==> config.mk <==
export PLATFORM = sky130hd
export DESIGN_NAME = mem_resp_arbiter
export DESIGN_NICKNAME = d
export VERILOG_FILES = /design/src/verilog/mem_msg_pkg.sv /design/src/verilog/mem_resp_arbiter.sv
export SDC_FILE = /design/constraint.sdc
export NUM_CORES = 1
export LEC_CHECK = 0
export BUFFER_PORTS_ARGS = -buffer_cell sky130_fd_sc_hd__buf_2
export CORE_AREA = 2 2 149 151
export DETAILED_ROUTE_END_ITERATION = 10
export DIE_AREA = 0 0 151 153
export PLACE_DENSITY = 0.6
export SLEW_MARGIN = 20
export SYNTH_ARGS = -nofsm -noshare
export SYNTH_HDL_FRONTEND = slang
export SYNTH_SLANG_ARGS = --single-unit
==> constraint.sdc <==
create_clock -name clk -period 6.3 [get_ports clk]
set_input_delay 0 -clock clk [delete_from_list [all_inputs] [get_ports clk]]
set_output_delay 0 -clock clk [all_outputs]
set_load 0.02 [all_outputs]
==> src/verilog/mem_msg_pkg.sv <==
/*
 * Field widths and opcodes of the memory request/response port.
 * Modules name these in their port lists with the package scope and
 * import the package inside the body for local declarations.
 */

package mem_msg_pkg;

  // ------------------------------
  // Message field widths
  // ------------------------------

  // Byte address carried by every request and echoed in the response
  localparam int addr_bits = 32;

  // One memory word
  localparam int data_bits = 32;

  // Bytes per word, used for byte lanes in the banks
  localparam int data_bytes = data_bits / 8;

  // Byte length, 0 selects the full word
  localparam int len_bits = 2;

  // Tag returned untouched so out-of-order responses can be matched
  localparam int opaque_bits = 8;

  // Address bits below the word index
  localparam int byte_offset_bits = 2;

  // ------------------------------
  // Opcodes
  // ------------------------------

  typedef enum logic {
    mem_op_read  = 1'b0,
    mem_op_write = 1'b1
  } mem_op_e;

endpackage

==> src/verilog/mem_resp_arbiter.sv <==
/*
 * Response arbiter of the memory server. Picks one valid bank per cycle
 * in round-robin order and moves its response into the output register,
 * which holds still while the consumer stalls.
 */

`timescale 1ns/1ps

module mem_resp_arbiter #(
  parameter int p_num_banks = 4
) (
  input  logic                                  clk,
  input  logic                                  rst,

  // Response side of the banks
  input  logic [p_num_banks-1:0]                bank_resp_val,
  output logic [p_num_banks-1:0]                bank_resp_rdy,
  input  mem_msg_pkg::mem_op_e                  bank_resp_op     [p_num_banks],
  input  logic [mem_msg_pkg::addr_bits-1:0]     bank_resp_addr   [p_num_banks],
  input  logic [mem_msg_pkg::data_bits-1:0]     bank_resp_data   [p_num_banks],
  input  logic [mem_msg_pkg::len_bits-1:0]      bank_resp_len    [p_num_banks],
  input  logic [mem_msg_pkg::opaque_bits-1:0]   bank_resp_opaque [p_num_banks],

  // Output response port
  output logic                                  resp_val,
  input  logic                                  resp_rdy,
  output mem_msg_pkg::mem_op_e                  resp_op,
  output logic [mem_msg_pkg::addr_bits-1:0]     resp_addr,
  output logic [mem_msg_pkg::data_bits-1:0]     resp_data,
  output logic [mem_msg_pkg::len_bits-1:0]      resp_len,
  output logic [mem_msg_pkg::opaque_bits-1:0]   resp_opaque
);

  import mem_msg_pkg::*;

  localparam int idx_bits = $clog2(p_num_banks);

  logic [idx_bits-1:0] ptr;
  logic [idx_bits-1:0] cand;
  logic [idx_bits-1:0] grant_idx;
  logic                found;
  logic                out_free;
  logic                load;

  // ------------------------------
  // Grant selection
  // ------------------------------

  // Search starts at the pointer, index wraps in idx_bits
  always_comb begin
    cand      = ptr;
    grant_idx = ptr;
    found     = 1'b0;
    for (int i = 0; i < p_num_banks; i++) begin
      cand = ptr + idx_bits'(i);
      if (!found && bank_resp_val[cand]) begin
        found     = 1'b1;
        grant_idx = cand;
      end
    end
  end

  // Free when empty or draining this cycle
  assign out_free = !resp_val || resp_rdy;
  assign load     = out_free && found;

  always_comb begin
    bank_resp_rdy = '0;
    bank_resp_rdy[grant_idx] = load;
  end

  // Next search begins just after the bank served last
  always_ff @(posedge clk) begin
    if (rst) begin
      ptr <= '0;
    end else if (load) begin
      ptr <= grant_idx + 1'b1;
    end
  end

  // ------------------------------
  // Output register
  // ------------------------------

  always_ff @(posedge clk) begin
    if (rst) begin
      resp_val <= 1'b0;
    end else if (load) begin
      resp_val <= 1'b1;
    end else if (resp_rdy) begin
      resp_val <= 1'b0;
    end
  end

  always_ff @(posedge clk) begin
    if (load) begin
      resp_op     <= bank_resp_op[grant_idx];
      resp_addr   <= bank_resp_addr[grant_idx];
      resp_data   <= bank_resp_data[grant_idx];
      resp_len    <= bank_resp_len[grant_idx];
      resp_opaque <= bank_resp_opaque[grant_idx];
    end
  end

endmodule

# --- After elaboration in Yosys (flattened, before gate mapping) ---
# Cells that the tools add are included.
# Widths: inputs -> output; s select.
classes:
  n_mux: 34
  div_mod_pow: 0
  n_bitwise: 2
  shifts: 0
  n_reduce_logical: 11
  n_addsub: 4
  order_cmp: 7
  multipliers: 0
  eq_ne: 0
op_table:
  columns: ["operator", "count"]
  rows:
  - ["$bmux 32 s2", 2]
  - ["$mux 32", 4]
  - ["$bmux 8 s2", 1]
  - ["$mux 8", 2]
  - ["$lt 2x3->1 const B", 5]
  - ["$mux 1", 13]
  - ["$bmux 1 s2", 5]
  - ["$mux 2", 5]
  - ["$logic_and 1x1->1", 5]
  - ["$add 2x1->2 const B", 2]
  - ["$add 2x2->2 const B", 2]
  - ["$and 4x4->4", 1]
  - ["$bmux 2 s2", 1]
  - ["$logic_not 1->1", 4]
  - ["$ge 3x3->1 const B", 1]
  - ["$not 2->3", 1]
  - ["$demux 1 s2", 1]
  - ["$ge 2x1->1 const B", 1]
  - ["$reduce_bool 2->1", 1]
  - ["$logic_or 1x1->1", 1]
word_totals:
  mem_bits_ro: 0
  wordCells: 65
  ram_bits: 0
  out_inout_bits: 80
  n_memories: 0
  latch_bits: 0
  register_bits: 78

# --- Logic depth before layout (Yosys ltp) ---
depth:
  word_depth: 17
  ltp_mapped: 7

# --- Worst setup path before layout ---
# No wires, ideal clock.
synth_timing:
  kind: "reg-to-output"
  startpoint: "reg resp_val"
  endpoint: "out bank_resp_rdy[0]"
  setup_slack_ps: 1299
  stages_incl_launch_ff: 3
  arrival_time_ps: 5001
  n_path_buf: 0
  cell_sequence: "dfxtp_1 > a21oi_1 > nor3b_1"
synth_between:
  elab_chain_len: 4
synth_lines:
  columns: ["item", "line_no", "text"]
  rows:
  - ["start, declared", "mem_resp_arbiter.sv:25", "output logic resp_val,"]
  - ["start signal, assigned", "mem_resp_arbiter.sv:87", "resp_val <= 1'b0;"]
  - ["start signal, assigned", "mem_resp_arbiter.sv:89", "resp_val <= 1'b1;"]
  - ["start signal, assigned", "mem_resp_arbiter.sv:91", "resp_val <= 1'b0;"]
  - ["$logic_not 1->1", "mem_resp_arbiter.sv:64", "assign out_free = !resp_val || resp_rdy;"]
  - ["$logic_or 1x1->1", "mem_resp_arbiter.sv:64", null]
  - ["$logic_and 1x1->1", "mem_resp_arbiter.sv:65", "assign load = out_free && found;"]
  - ["via load", "mem_resp_arbiter.sv:43", "logic load;"]
  - ["$and 4x4->4 (no source line)", null, null]
  - ["end, declared", "mem_resp_arbiter.sv:17", "output logic [p_num_banks-1:0] bank_resp_rdy,"]
# The timed path passes the listed nets, and every way through them passes these cells.

# --- Worst setup path in the final report ---
layout_timing:
  startpoint: "reg ptr[0]"
  endpoint: "reg resp_addr[0] in the netlist's numbering, data pin"
layout_between:
  elab_chain_len: 16
layout_lines:
  columns: ["item", "line_no", "text"]
  rows:
  - ["start, declared", "mem_resp_arbiter.sv:38", "logic [idx_bits-1:0] ptr;"]
  - ["start signal, assigned", "mem_resp_arbiter.sv:77", "ptr <= grant_idx + 1'b1;"]
  - ["parallel branches: the longest is 11 deep, another holds $add 2x1->2", null, null]
  - ["$mux 2 *", "mem_resp_arbiter.sv:56", "if (!found && bank_resp_val[cand]) begin"]
  - ["$not 2->3 (implied by the code) *", "mem_resp_arbiter.sv:98", "resp_addr <= bank_resp_addr[grant_idx];"]
  - ["$bmux 32 s2 *", "mem_resp_arbiter.sv:98", null]
  - ["$mux 32 (implied by the code) * (2 in a row)", "mem_resp_arbiter.sv:98", null]
  - ["end signal, assigned", "mem_resp_arbiter.sv:98", null]
  - ["end, declared", "mem_resp_arbiter.sv:28", "output logic [mem_msg_pkg::addr_bits-1:0] resp_addr,"]
# Every way passes the cells marked *. The select of a mux whose other input is x is not followed.
# A chain may end at the register's enable or synchronous reset.

==> results.toml <==
[timing]
setup_viol = 0
fmax_ghz = 0.376
tightest_slew_ns = 0.818
hold_viol = 0
fin_crit_ns = 2.66
setup_ws_ns = 3.64
drv_slew = 0
setup_tns_ns = 0
relSlewSlack = 0.455
fin_skew_ns = 0.00555
rsz0062_at_grt = "no"
fin_crit_sh = 0.422

[yosys]
syn_inst = 358
avgSynthCellArea_um2 = 14.3
yosys_warnings = 0
synth_seq_cells = 78
yosysSeqAreaShare = 0.453
syn_nets = 665
synthDistinctLibCells = 28
synth_area_um2 = 5100

[clock_tree]
clkTransAtPathRegs_ns = 0.06
cts_num_sinks = 78
cts-root-buf = "clkbuf_16"
cts_setup_buffers = 0
h-tree-depth = 3
clk_latency_ns = 0.34
clock_path_buffers = 2
cts_tree = "done"
cts_buffers = 9

[grt]
grt_pass1_vias = 4418
grt_max_degree = 89
grt_usage = 0.125
antenna_found_initial = 1
grt_pass1_wl_mm = 22.3
grt_overflow = 0

[setup_path]
critPathSlowestCell = "buf_4"
worst_ep_arrival_time_ns = 2.71
criticalPathCategory = "reg2reg"
critPathBufInv = 2
crit-reg2reg-launch = "ptr[0]"
critPathLaunchType = "flop"
path_depth = 7
rrSetupSlack_ns = 3.64
cp_cell_sequence = "nor2b_1 > a21o_1 > a211oi_4 > buf_4 > buf_4 > mux2i_1 > mux2i_1"
crit_path_end_kind = "flop"
cpPeakStageDelay_ns = 0.67
r2r_cells = 7
crit_fanout = 48
cp.required_ns = 6.36
crit_family = "buffers and inverters"
timing.rr.end = "resp_addr[0]"

[run_status]
outcome = "finished, final reports clean"

[die]
ios = 387
dieArea_um2 = 23100
die_h_um = 153
rows = 54
start_util = 0.238
core_area_um2 = 21500
dieWidth_um = 151

[flow_run]
drv_cap = 0

[place]
dp_hpwl_mm = 11.9
post_dp_cell_area_um2 = 7120
port_buffers = 386
pre_cts_ws_ns = 3.62
finalWeightedCongestion = 0.770

[power_and_ir_drop]
powerDensity_nw_per_um2 = 283
power.total_uw = 2100
power.leakage_uw = 0.00369
ir_drop_uv = 130

[hold_path]
min_from = "bank_resp_len[7]"
holdPathStages = 3
holdPathEnd = "resp_len[1]"
hp-class = "in2reg"

[routing]
firstDrtPassIters = 4
avgRoutedWirePerCell_um = 14.9
routed_wl_mm = 15.2
drc_errors = 0
drtIter0Drc = 103
via_per_inst = 4.24
postRouteAntennaNets = 0
vias = 4332

[final_layout]
syn2layout_area_growth_pct = 45.5
nets = 1044
final_core_util = 0.346
layout-drive-gt1-share = 0.554
fillers = 2190
final_area_um2 = 7420
seqCellArea_um2 = 2310
multi_input_area_um2 = 2460
-- layout make-up --
cell class	instances	area share
clock buffer	10	0.0308
multi-input combinational	252	0.331
inverter	2	0.00101
timing repair buffer	394	0.271
tap	280	0.0472
antenna	1	0.000337
clock inverter	4	0.00674
sequential	78	0.311
-- report_power, final --
part / switching [uW] / internal, uW
sequential: 29.6 / 719
combinational: 471 / 367
clock: 213 / 302
total: 713 / 1390
-- cell families after synthesis --
| group | synth area share |
|---|---|
| AO/OA/AOI/OAI | 0.0181 |
| buffers and inverters | 0.0696 |
| flip-flops | 0.453 |
| AND/OR/NAND/NOR | 0.0162 |
| XOR/XNOR | 0.00172 |
| multiplexers | 0.441 |
-- synthesized netlist by cell type (all sizes together) --
cell	n	area share
and3b	1	0.0017
a21o	1	0.0015
nor2	4	0.0029
nor4	1	0.0012
nor3b	1	0.0015
a211oi	4	0.0093
and3	1	0.0012
inv	2	0.0015
a21oi	3	0.0037
or2b	1	0.0015
xnor2	1	0.0017
nor2b	1	0.0012
o21ai	2	0.0020
a31o	1	0.0017
nand2	2	0.0015
buf	26	0.068
nand2b	2	0.0025
mux2i	225	0.44
dfxtp	3	0.012
edfxtp	75	0.44
nor3	1	0.00098
-- through the flow --
step	hold WS, ns	instances
4_1_cts	0.00509	1020
5_1_grt	0.0124	1021
6_report	0.0192	1021
3_5_place_dp	0.232	1004
2_1_floorplan	0.0646	358
3_3_place_gp	0.222	1004
-- worst reg2reg max path: cells and delay by family (launching register included) --
kind | cells | cell delay [ns]
simple gates | 1 | 0.07
flops | 1 | 0.36
mux | 2 | 0.43
compound gates | 2 | 0.47
buf+inv | 2 | 1.05
-- metal layers --
layer | global-route usage | vias up | part of all wire | routed length, um
met1 | 0.135 | 1953 | 0.38 | 5770
met2 | 0.230 | 213 | 0.51 | 7820
met4 | 0.0538 | 0 | 0.024 | 373
met5 | 0 | - | 0 | 0
met3 | 0.0278 | 24 | 0.084 | 1280
li1 | - | 2142 | - | -
-- cells in the final DEF, fill, tap and decap left out, types with 2 or more instances in the layout --
master,instances
a211oi_1,2
buf_2,386
buf_4,4
clkbuf_16,9
clkinvlp_4,2
dfxtp_1,3
dlygate4sd3_1,2
edfxtp_1,75
inv_1,2
mux2i_1,225
nand2_1,2
nand2b_1,2
nor2_1,4
-- how the worst max path moves through the flow --
stage / start / to / slack [ns]
finish: ptr[0] / resp_addr[0] / 3.64
global route: ptr[0] / resp_addr[16] / 3.47
CTS: ptr[0] / resp_addr[12] / 3.61
detailed placement: ptr[0] / resp_addr[12] / 3.62
global placement: ptr[0] / resp_addr[12] / 3.72
floorplan: resp_val / bank_resp_rdy[0] / 1.30
-- flip-flops by register name (all words and copies together), names as in the netlist --
signal       count
resp_addr       32
resp_data       32
resp_opaque      8
ptr              2
resp_len         2
resp_op          1
resp_val         1
-- what timing repair did --
action / 4_1_cts / 5_1_grt
gates resized for setup: 0 / 0
hold buffers: 2 / 0
hold endpoints to repair: 3 / 0
Power figures use the tool's default switching activity.
