==> src/verilog/mem_msg_pkg.sv <==
/*
 * Field widths and opcodes of the memory request/response port.
 * Modules name these in their port lists with the package scope and
 * import the package inside the body for local declarations.
 */

package mem_msg_pkg;

  // ------------------------------
  // Message field widths
  // ------------------------------

  // Byte address carried by every request and echoed in the response
  localparam int addr_bits = 32;

  // One memory word
  localparam int data_bits = 32;

  // Bytes per word, used for byte lanes in the banks
  localparam int data_bytes = data_bits / 8;

  // Byte length, 0 selects the full word
  localparam int len_bits = 2;

  // Tag returned untouched so out-of-order responses can be matched
  localparam int opaque_bits = 8;

  // Address bits below the word index
  localparam int byte_offset_bits = 2;

  // ------------------------------
  // Opcodes
  // ------------------------------

  typedef enum logic {
    mem_op_read  = 1'b0,
    mem_op_write = 1'b1
  } mem_op_e;

endpackage

==> src/verilog/mem_server_pkg.sv <==
/*
 * Bank state encoding and default geometry of the banked memory server.
 * The defaults feed the top-level parameters, which pass them down.
 */

package mem_server_pkg;

  // ------------------------------
  // Bank sequencer states
  // ------------------------------

  // Clear sweeps zeros over every row, ready serves requests
  typedef enum logic {
    bank_clear = 1'b0,
    bank_ready = 1'b1
  } bank_state_e;

  // ------------------------------
  // Default geometry
  // ------------------------------

  // Banks interleaved on the low word-index bits, power of two
  localparam int default_num_banks = 4;

  // Rows per bank, power of two
  localparam int default_bank_words = 64;

endpackage
==> src/verilog/mem_bank.sv <==
/*
 * One bank of the memory server. Sweeps zeros over its rows after reset,
 * then serves requests in order with byte-length masking and holds each
 * response in a one-entry register until the arbiter takes it.
 */

`timescale 1ns/1ps

module mem_bank #(
  parameter int p_bank_words = 64
) (
  input  logic                                  clk,
  input  logic                                  rst,

  // Request from the router
  input  logic                                  req_val,
  output logic                                  req_rdy,
  input  mem_msg_pkg::mem_op_e                  req_op,
  input  logic [$clog2(p_bank_words)-1:0]       req_row,
  input  logic [mem_msg_pkg::addr_bits-1:0]     req_addr,
  input  logic [mem_msg_pkg::data_bits-1:0]     req_data,
  input  logic [mem_msg_pkg::len_bits-1:0]      req_len,
  input  logic [mem_msg_pkg::opaque_bits-1:0]   req_opaque,

  // Response to the arbiter
  output logic                                  resp_val,
  input  logic                                  resp_rdy,
  output mem_msg_pkg::mem_op_e                  resp_op,
  output logic [mem_msg_pkg::addr_bits-1:0]     resp_addr,
  output logic [mem_msg_pkg::data_bits-1:0]     resp_data,
  output logic [mem_msg_pkg::len_bits-1:0]      resp_len,
  output logic [mem_msg_pkg::opaque_bits-1:0]   resp_opaque
);

  import mem_msg_pkg::*;
  import mem_server_pkg::*;

  localparam int row_bits = $clog2(p_bank_words);

  bank_state_e          state;
  logic [row_bits-1:0]  clear_row;
  logic [data_bits-1:0] mem [p_bank_words];

  logic                 accept;
  logic                 clearing;
  logic [data_bytes-1:0] byte_en;
  logic [data_bits-1:0] rd_word;
  logic [data_bits-1:0] merged;
  logic [data_bits-1:0] masked;
  logic                 mem_we;
  logic [row_bits-1:0]  mem_waddr;
  logic [data_bits-1:0] mem_wdata;

  // ------------------------------
  // Clear sequencer
  // ------------------------------

  // One row per cycle, ready after the last row
  always_ff @(posedge clk) begin
    if (rst) begin
      state     <= bank_clear;
      clear_row <= '0;
    end else if (state == bank_clear) begin
      clear_row <= clear_row + 1'b1;
      if (clear_row == row_bits'(p_bank_words - 1)) begin
        state <= bank_ready;
      end
    end
  end

  assign clearing = (state == bank_clear);

  // Taking a new request while the old response leaves is allowed
  assign req_rdy = !clearing && (!resp_val || resp_rdy);
  assign accept  = req_val && req_rdy;

  // ------------------------------
  // Byte lanes
  // ------------------------------

  assign rd_word = mem[req_row];

  // Length 0 means every byte
  always_comb begin
    for (int i = 0; i < data_bytes; i++) begin
      byte_en[i]         = (req_len == '0) || (i < int'(req_len));
      merged[i*8 +: 8]   = byte_en[i] ? req_data[i*8 +: 8] : rd_word[i*8 +: 8];
      masked[i*8 +: 8]   = byte_en[i] ? rd_word[i*8 +: 8] : 8'h00;
    end
  end

  // Single write port shared by the sweep and request writes
  assign mem_we    = clearing || (accept && req_op == mem_op_write);
  assign mem_waddr = clearing ? clear_row : req_row;
  assign mem_wdata = clearing ? '0 : merged;

  always_ff @(posedge clk) begin
    if (mem_we) begin
      mem[mem_waddr] <= mem_wdata;
    end
  end

  // ------------------------------
  // Response register
  // ------------------------------

  always_ff @(posedge clk) begin
    if (rst) begin
      resp_val <= 1'b0;
    end else if (accept) begin
      resp_val <= 1'b1;
    end else if (resp_rdy) begin
      resp_val <= 1'b0;
    end
  end

  // Echo fields, write acks carry zero data
  always_ff @(posedge clk) begin
    if (accept) begin
      resp_op     <= req_op;
      resp_addr   <= req_addr;
      resp_len    <= req_len;
      resp_opaque <= req_opaque;
      resp_data   <= (req_op == mem_op_read) ? masked : '0;
    end
  end

endmodule

==> config.mk <==
export PLATFORM = sky130hd
export DESIGN_NAME = mem_bank
export DESIGN_NICKNAME = d
export VERILOG_FILES = /design/src/verilog/mem_msg_pkg.sv /design/src/verilog/mem_server_pkg.sv /design/src/verilog/mem_bank.sv
export SDC_FILE = /design/constraint.sdc
export NUM_CORES = 2
export LEC_CHECK = 0
export BUFFER_PORTS_ARGS = -buffer_cell sky130_fd_sc_hd__buf_2
export CAP_MARGIN = 30
export CORE_ASPECT_RATIO = 0.75
export CORE_MARGIN = 2
export CORE_UTILIZATION = 36
export DETAILED_ROUTE_END_ITERATION = 6
export GPL_TIMING_DRIVEN = 0
export SLEW_MARGIN = 0
export SYNTH_ARGS = -nofsm -noshare
export SYNTH_HDL_FRONTEND = slang
export SYNTH_SLANG_ARGS = --single-unit
export TNS_END_PERCENT = 1
==> constraint.sdc <==
create_clock -name clk -period 9.38 [get_ports clk]
set_input_delay 0.938 -clock clk [delete_from_list [all_inputs] [get_ports clk]]
set_output_delay 0.938 -clock clk [all_outputs]
set_load 0.03 [all_outputs]
# Word level (Yosys, flattened, before mapping)
# Memory sizes are Yosys's and may differ from the RTL's.
# Index checks and enable logic that the tools add are counted.
# W data, S select, Z words.
[word_totals]
memories = 1
inputBits = 85
ram_bits = 2048
reg_bits = 83
output_inout_bits = 77
wordCells = 49
[classes]
mux = 12
reduce_logical = 15
n_eq_ne = 1
addsub = 1
magnitude_cmp = 3
n_bitwise = 5
[memory_table]
columns = ["memory", "words", "word_bits", "read_ports", "rd_clocked_by_memory_dff", "wr", "line", "text"]
rows = [
  ["mem", 64, 32, 1, 0, 1, "mem_bank.sv:42", "logic [data_bits-1:0] mem [p_bank_words];"],
]
[op_table]
columns = ["cell", "n"]
rows = [
  ["$mux W32", 1],
  ["$mux W8", 4],
  ["$reduce_or A2 Y1", 4],
  ["$add A6 B1 Y6 const B", 1],
  ["$eq A6 B6 Y1 const B", 1],
  ["$mux W1", 6],
  ["$mux W6", 1],
  ["$logic_or A1 B1 Y1", 5],
  ["$not A1 Y1", 5],
  ["$lt A1 B2 Y1 const A", 2],
  ["$logic_and A1 B1 Y1", 3],
  ["$logic_not A2 Y1", 1],
  ["$lt A2 B2 Y1 const A", 1],
  ["$reduce_bool A2 Y1", 1],
  ["$logic_not A1 Y1", 1],
]

# Depth between registers and ports, before layout
[depth]
depth_word = 8
depth_mapped = 9
depth_no_buf = 6

# Worst setup path before layout
# Ideal clock, no wire load.
[synth_timing]
path_kind = "input to register"
from = "input req_row[0]"
to = "memory mem[0][13], data pin"
stages = 8
path_buffers = 3
setup_ps = 719
path_slack_ps = 3653
t_arrival_ps = 5008
t_required_ps = 8661
cell_sequence = "buf_4 or4b_1 buf_2 buf_2 o22ai_1 nor2_1 and4_1 o31ai_1"
[synth_between]
elab_chain_len = 3
[synth_rtl]
columns = ["item", "line", "text"]
rows = [
  ["from (decl)", "mem_bank.sv:19", "input logic [$clog2(p_bank_words)-1:0] req_row,"],
  ["$mem_v2 Z64 W32", "n/a", ""],
  ["$mux W8", "mem_bank.sv:87", "merged[i*8 +: 8] = byte_en[i] ? req_data[i*8 +: 8] : rd_word[i*8 +: 8];"],
  ["$mux W32", "mem_bank.sv:95", "assign mem_wdata = clearing ? '0 : merged;"],
  ["named net mem_wdata[13]", "mem_bank.sv:52", "logic [data_bits-1:0] mem_wdata;"],
  ["to (decl)", "mem_bank.sv:42", ""],
]
# The timed path passes the listed nets, and every way through them passes these cells.

# Final worst setup path
[layout_timing]
from = "input req_row[2]"
to = "memory mem[46][8] (enable)"
[layout_between]
elab_chain_len = 1
[layout_rtl]
columns = ["item", "line", "text"]
rows = [
  ["$mux W6", "mem_bank.sv:94", "assign mem_waddr = clearing ? clear_row : req_row;"],
]
# Every way passes these cells.

==> impl_metrics.env <==
export IMPL_initial_core_util=0.3628
export IMPL_firstDrtPassIters=7
export IMPL_syn_nets=4470
export IMPL_powerDensity_mw_per_mm2=199.3
export IMPL_switching_share=0.2187
export IMPL_cap_violations=0
export IMPL_max_freq_mhz=199.6
export IMPL_die_x_um=555.5
export IMPL_dr_total_vias=46550
export IMPL_start_kind="primary input"
export IMPL_setup_viol=0
export IMPL_numCtsBuffers=201
export IMPL_p_comb_frac=0.049
export IMPL_criticalPathCategory="primary input to register"
export IMPL_detail_route_antenna_nets=0
export IMPL_synth_cell_types=53
export IMPL_synth_edf_count=2123
export IMPL_path_common_cell="buf_2"
export IMPL_fin_crit_ps=5010
export IMPL_final_cells=8080
export IMPL_intPower_w=0.01517
export IMPL_slew_limit_headroom=0.2903
export IMPL_clk_latency_ps=860
export IMPL_r2r_setup_slack_ps=4970
export IMPL_drc=0
export IMPL_endpoint_kind="register"
export IMPL_cts_sinks=2131
export IMPL_synthArstFlopShare=0
export IMPL_grt_pass1_wl_um=359700
export IMPL_overflow=0
export IMPL_wl_um=264700
export IMPL_cpPeakStageDelay_ps=890
export IMPL_post_cts_buffers=0
export IMPL_viasPerCell=5.761
export IMPL_path_cells="buf_2 -> buf_2 -> buf_2 -> buf_2 -> buf_2 -> nand3_1 -> o21ai_0 -> nand2_1 -> nor2_4 -> buf_12"
export IMPL_hold_viol=0
export IMPL_die_y_um=417.6
export IMPL_ctsResizeCount=0
export IMPL_post_dp_hpwl_um=179700
export IMPL_hold_path_class="primary input to register"
export IMPL_worst_ep_required_time_ps=9880
export IMPL_path_max_fanout=20
export IMPL_nFillCells=19490
export IMPL_die_area_sq_mm=0.2320
export IMPL_antenna_found_initial=20
export IMPL_drt_iter0_drc=7530
export IMPL_worstMarginPinSlew_ps=1064
export IMPL_htreeDepth=4
export IMPL_yosys_warnings=0
export IMPL_cts_tree="done"
export IMPL_synth_area_sq_mm=0.08211
export IMPL_grt_pass1_vias=43930
export IMPL_layout_drive_gt1_share=0.1958
export IMPL_slew_violations=0
export IMPL_dp_cells=7704
export IMPL_clk_path_buf_depth=3
export IMPL_synth_avg_cell_area_sq_um=18.74
export IMPL_ys_flop_type="edfxtp_1"
export IMPL_outcome="finished clean"
export IMPL_pwr_share_seq=0.535
export IMPL_yosysSeqAreaShare=0.7783
export IMPL_grt_max_degree=67
export IMPL_synth_seq_cells=2131
export IMPL_syn_to_final_growth_pct=18.66
export IMPL_peakVddDrop_v=0.0001500
export IMPL_holdBufCountCts=0
export IMPL_rows=151
export IMPL_clk_pin_slew_ps=60
export IMPL_rsz0062_at_grt="false"
export IMPL_fin_crit_sh=0.5341
export IMPL_clock_skew_ps=51.62
export IMPL_num_io_pins=162
export IMPL_grtUsageTotal=0.2241
export IMPL_crit_slowest_cell="nor2_4"
export IMPL_clkPwrFrac=0.417
export IMPL_cellLeakagePower_nw=34.07
export IMPL_port_buffers=158
export IMPL_synthCells=4382
export IMPL_cts_root_buf="clkbuf_16"
export IMPL_wl_per_cell_um=32.76
export IMPL_final_util=0.4305
export IMPL_nets=5014
export IMPL_p_switching_w=0.004247
export IMPL_coreArea_sq_mm=0.2263
export IMPL_crit_arrival_ps=5510
export IMPL_place_congestion=0.8763
[layout by cell type (no fill, tap or decap), drive strengths merged, types with 4 or more instances in the layout]
master / count
or2: 4
a22oi: 103
a21oi: 104
nor2: 177
nand2b: 5
diode: 5
clkbuf: 354
nor2b: 13
nand3: 103
edfxtp: 2123
o32ai: 4
o31ai: 24
and4: 46
nor3: 74
inv: 12
a211oi: 4
bufinv: 18
clkinv: 88
clkinvlp: 5
mux2: 5
o21ai: 59
nand2: 146
mux4: 146
mux2i: 788
buf: 480
a221oi: 6
o22ai: 144
and2: 13
dfxtp: 8
[through the flow]
| step | TNS (ps) | total power (W) | setup WS, ps | hold WS (ps) | cell area, sq um |
|---|---|---|---|---|---|
| global placement | -3021460 | 0.01146 | -3001 | 509.4 | 86640 |
| CTS | 0 | 0.01945 | 4631 | 217.4 | 97390 |
| detailed placement | 0 | 0.01151 | 3836 | 528.8 | 90950 |
| global route | 0 | 0.01985 | 4489 | 233.8 | 97420 |
| finish | 0 | 0.01942 | 4370 | 268.8 | 97430 |
| floorplan | 0 | 0.01107 | 3654 | 493.0 | 82110 |
[cell usage after synthesis (all sizes together), types with 2 or more instances]
master | count | area, sq um
a211oi | 4 | 30.03
a21oi | 104 | 520.5
a221oi | 6 | 52.55
a22oi | 103 | 773.2
a31oi | 3 | 18.77
and2 | 13 | 81.33
and3 | 3 | 18.77
and4 | 46 | 402.9
buf | 139 | 728.2
clkbuf | 102 | 382.9
dfxtp | 8 | 160.2
edfxtp | 2123 | 63750
ha | 3 | 37.54
inv | 6 | 22.52
mux2 | 5 | 56.30
mux2i | 788 | 7888
mux4 | 146 | 3288
nand2 | 146 | 548.0
nand2b | 5 | 31.28
nand3 | 103 | 515.5
nand4b | 3 | 38.79
nand4bb | 3 | 33.78
nor2 | 177 | 664.4
nor2b | 13 | 81.33
nor3 | 74 | 370.4
nor4 | 2 | 12.51
o21ai | 59 | 295.3
o22ai | 144 | 900.9
o2bb2ai | 2 | 17.52
o31ai | 24 | 180.2
o32ai | 4 | 35.03
or2 | 4 | 25.03
or3 | 2 | 12.51
xor2 | 3 | 26.28
[flip-flops by register name, summed over array words and instances (netlist names)]
register / flops
mem: 2048
resp_addr: 32
resp_val: 1
resp_opaque: 8
clear_row: 6
resp_data: 32
state: 1
resp_op: 1
resp_len: 2
[worst max-delay path, delay by kind of cell]
| family | cells | cell delay, ps |
|---|---|---|
| AOI/OAI and AO/OA | 1 | 240 |
| buffers and inverters | 6 | 2590 |
| and+or+nand+nor | 3 | 1690 |
[path summary, 6_finish.rpt]
path,from,end,cells after the start
worst max-delay path,req_row[2],mem[46][8],10
worst min-delay path,req_addr[7],resp_addr[7],1
worst max register to register,state,mem[27][20],8
worst min register to register,resp_val,resp_val,2
[power groups by stage]
stage / Clock (W) / Sequential (W) / Combinational [W]
final: 0.00809 / 0.0104 / 0.000942
after global placement: 0 / 0.0106 / 0.000862
after detailed placement: 0 / 0.0106 / 0.000917
after global routing: 0.00851 / 0.0104 / 0.000963
after floorplan: 0 / 0.0106 / 0.000479
after CTS: 0.00814 / 0.0104 / 0.000921
[cells by family (layout without fill, tap and decap cells)]
kind of cell,Yosys count,count (layout),share of synthesized area
multiplexers,939,939,0.1368
buffers and inverters,247,957,0.01381
XOR/XNOR,4,4,0.0004267
adder cells (fa/ha/maj),3,3,0.0004572
flip-flops,2131,2131,0.7783
other,0,5,0
AND/OR/NAND/NOR,597,597,0.03491
AO/OA/AOI/OAI,461,461,0.03528
[layer usage]
layer | global-route usage | vias up | routed length (um)
met5 | 0 | - | 24
met4 | 0.07597 | 4 | 10150
met3 | 0.06009 | 534 | 33560
met2 | 0.3244 | 3078 | 113500
met1 | 0.3251 | 24140 | 107500
li1 | - | 18790 | -
[layout make-up]
cell class	instances	area, sq um	share of cell area
diodes	5	12.51	0.0001284
plain buffers	241	1114	0.01143
clock buffers	252	5306	0.05446
clock inverters	117	1132	0.01162
inverters	6	25.02	0.0002568
multi-input cells	2004	17900	0.1838
flip-flops and latches	2131	63910	0.6560
well taps	2983	3732	0.03831
repair buffers	341	4295	0.04409
(Power assumes the default switching activity.)
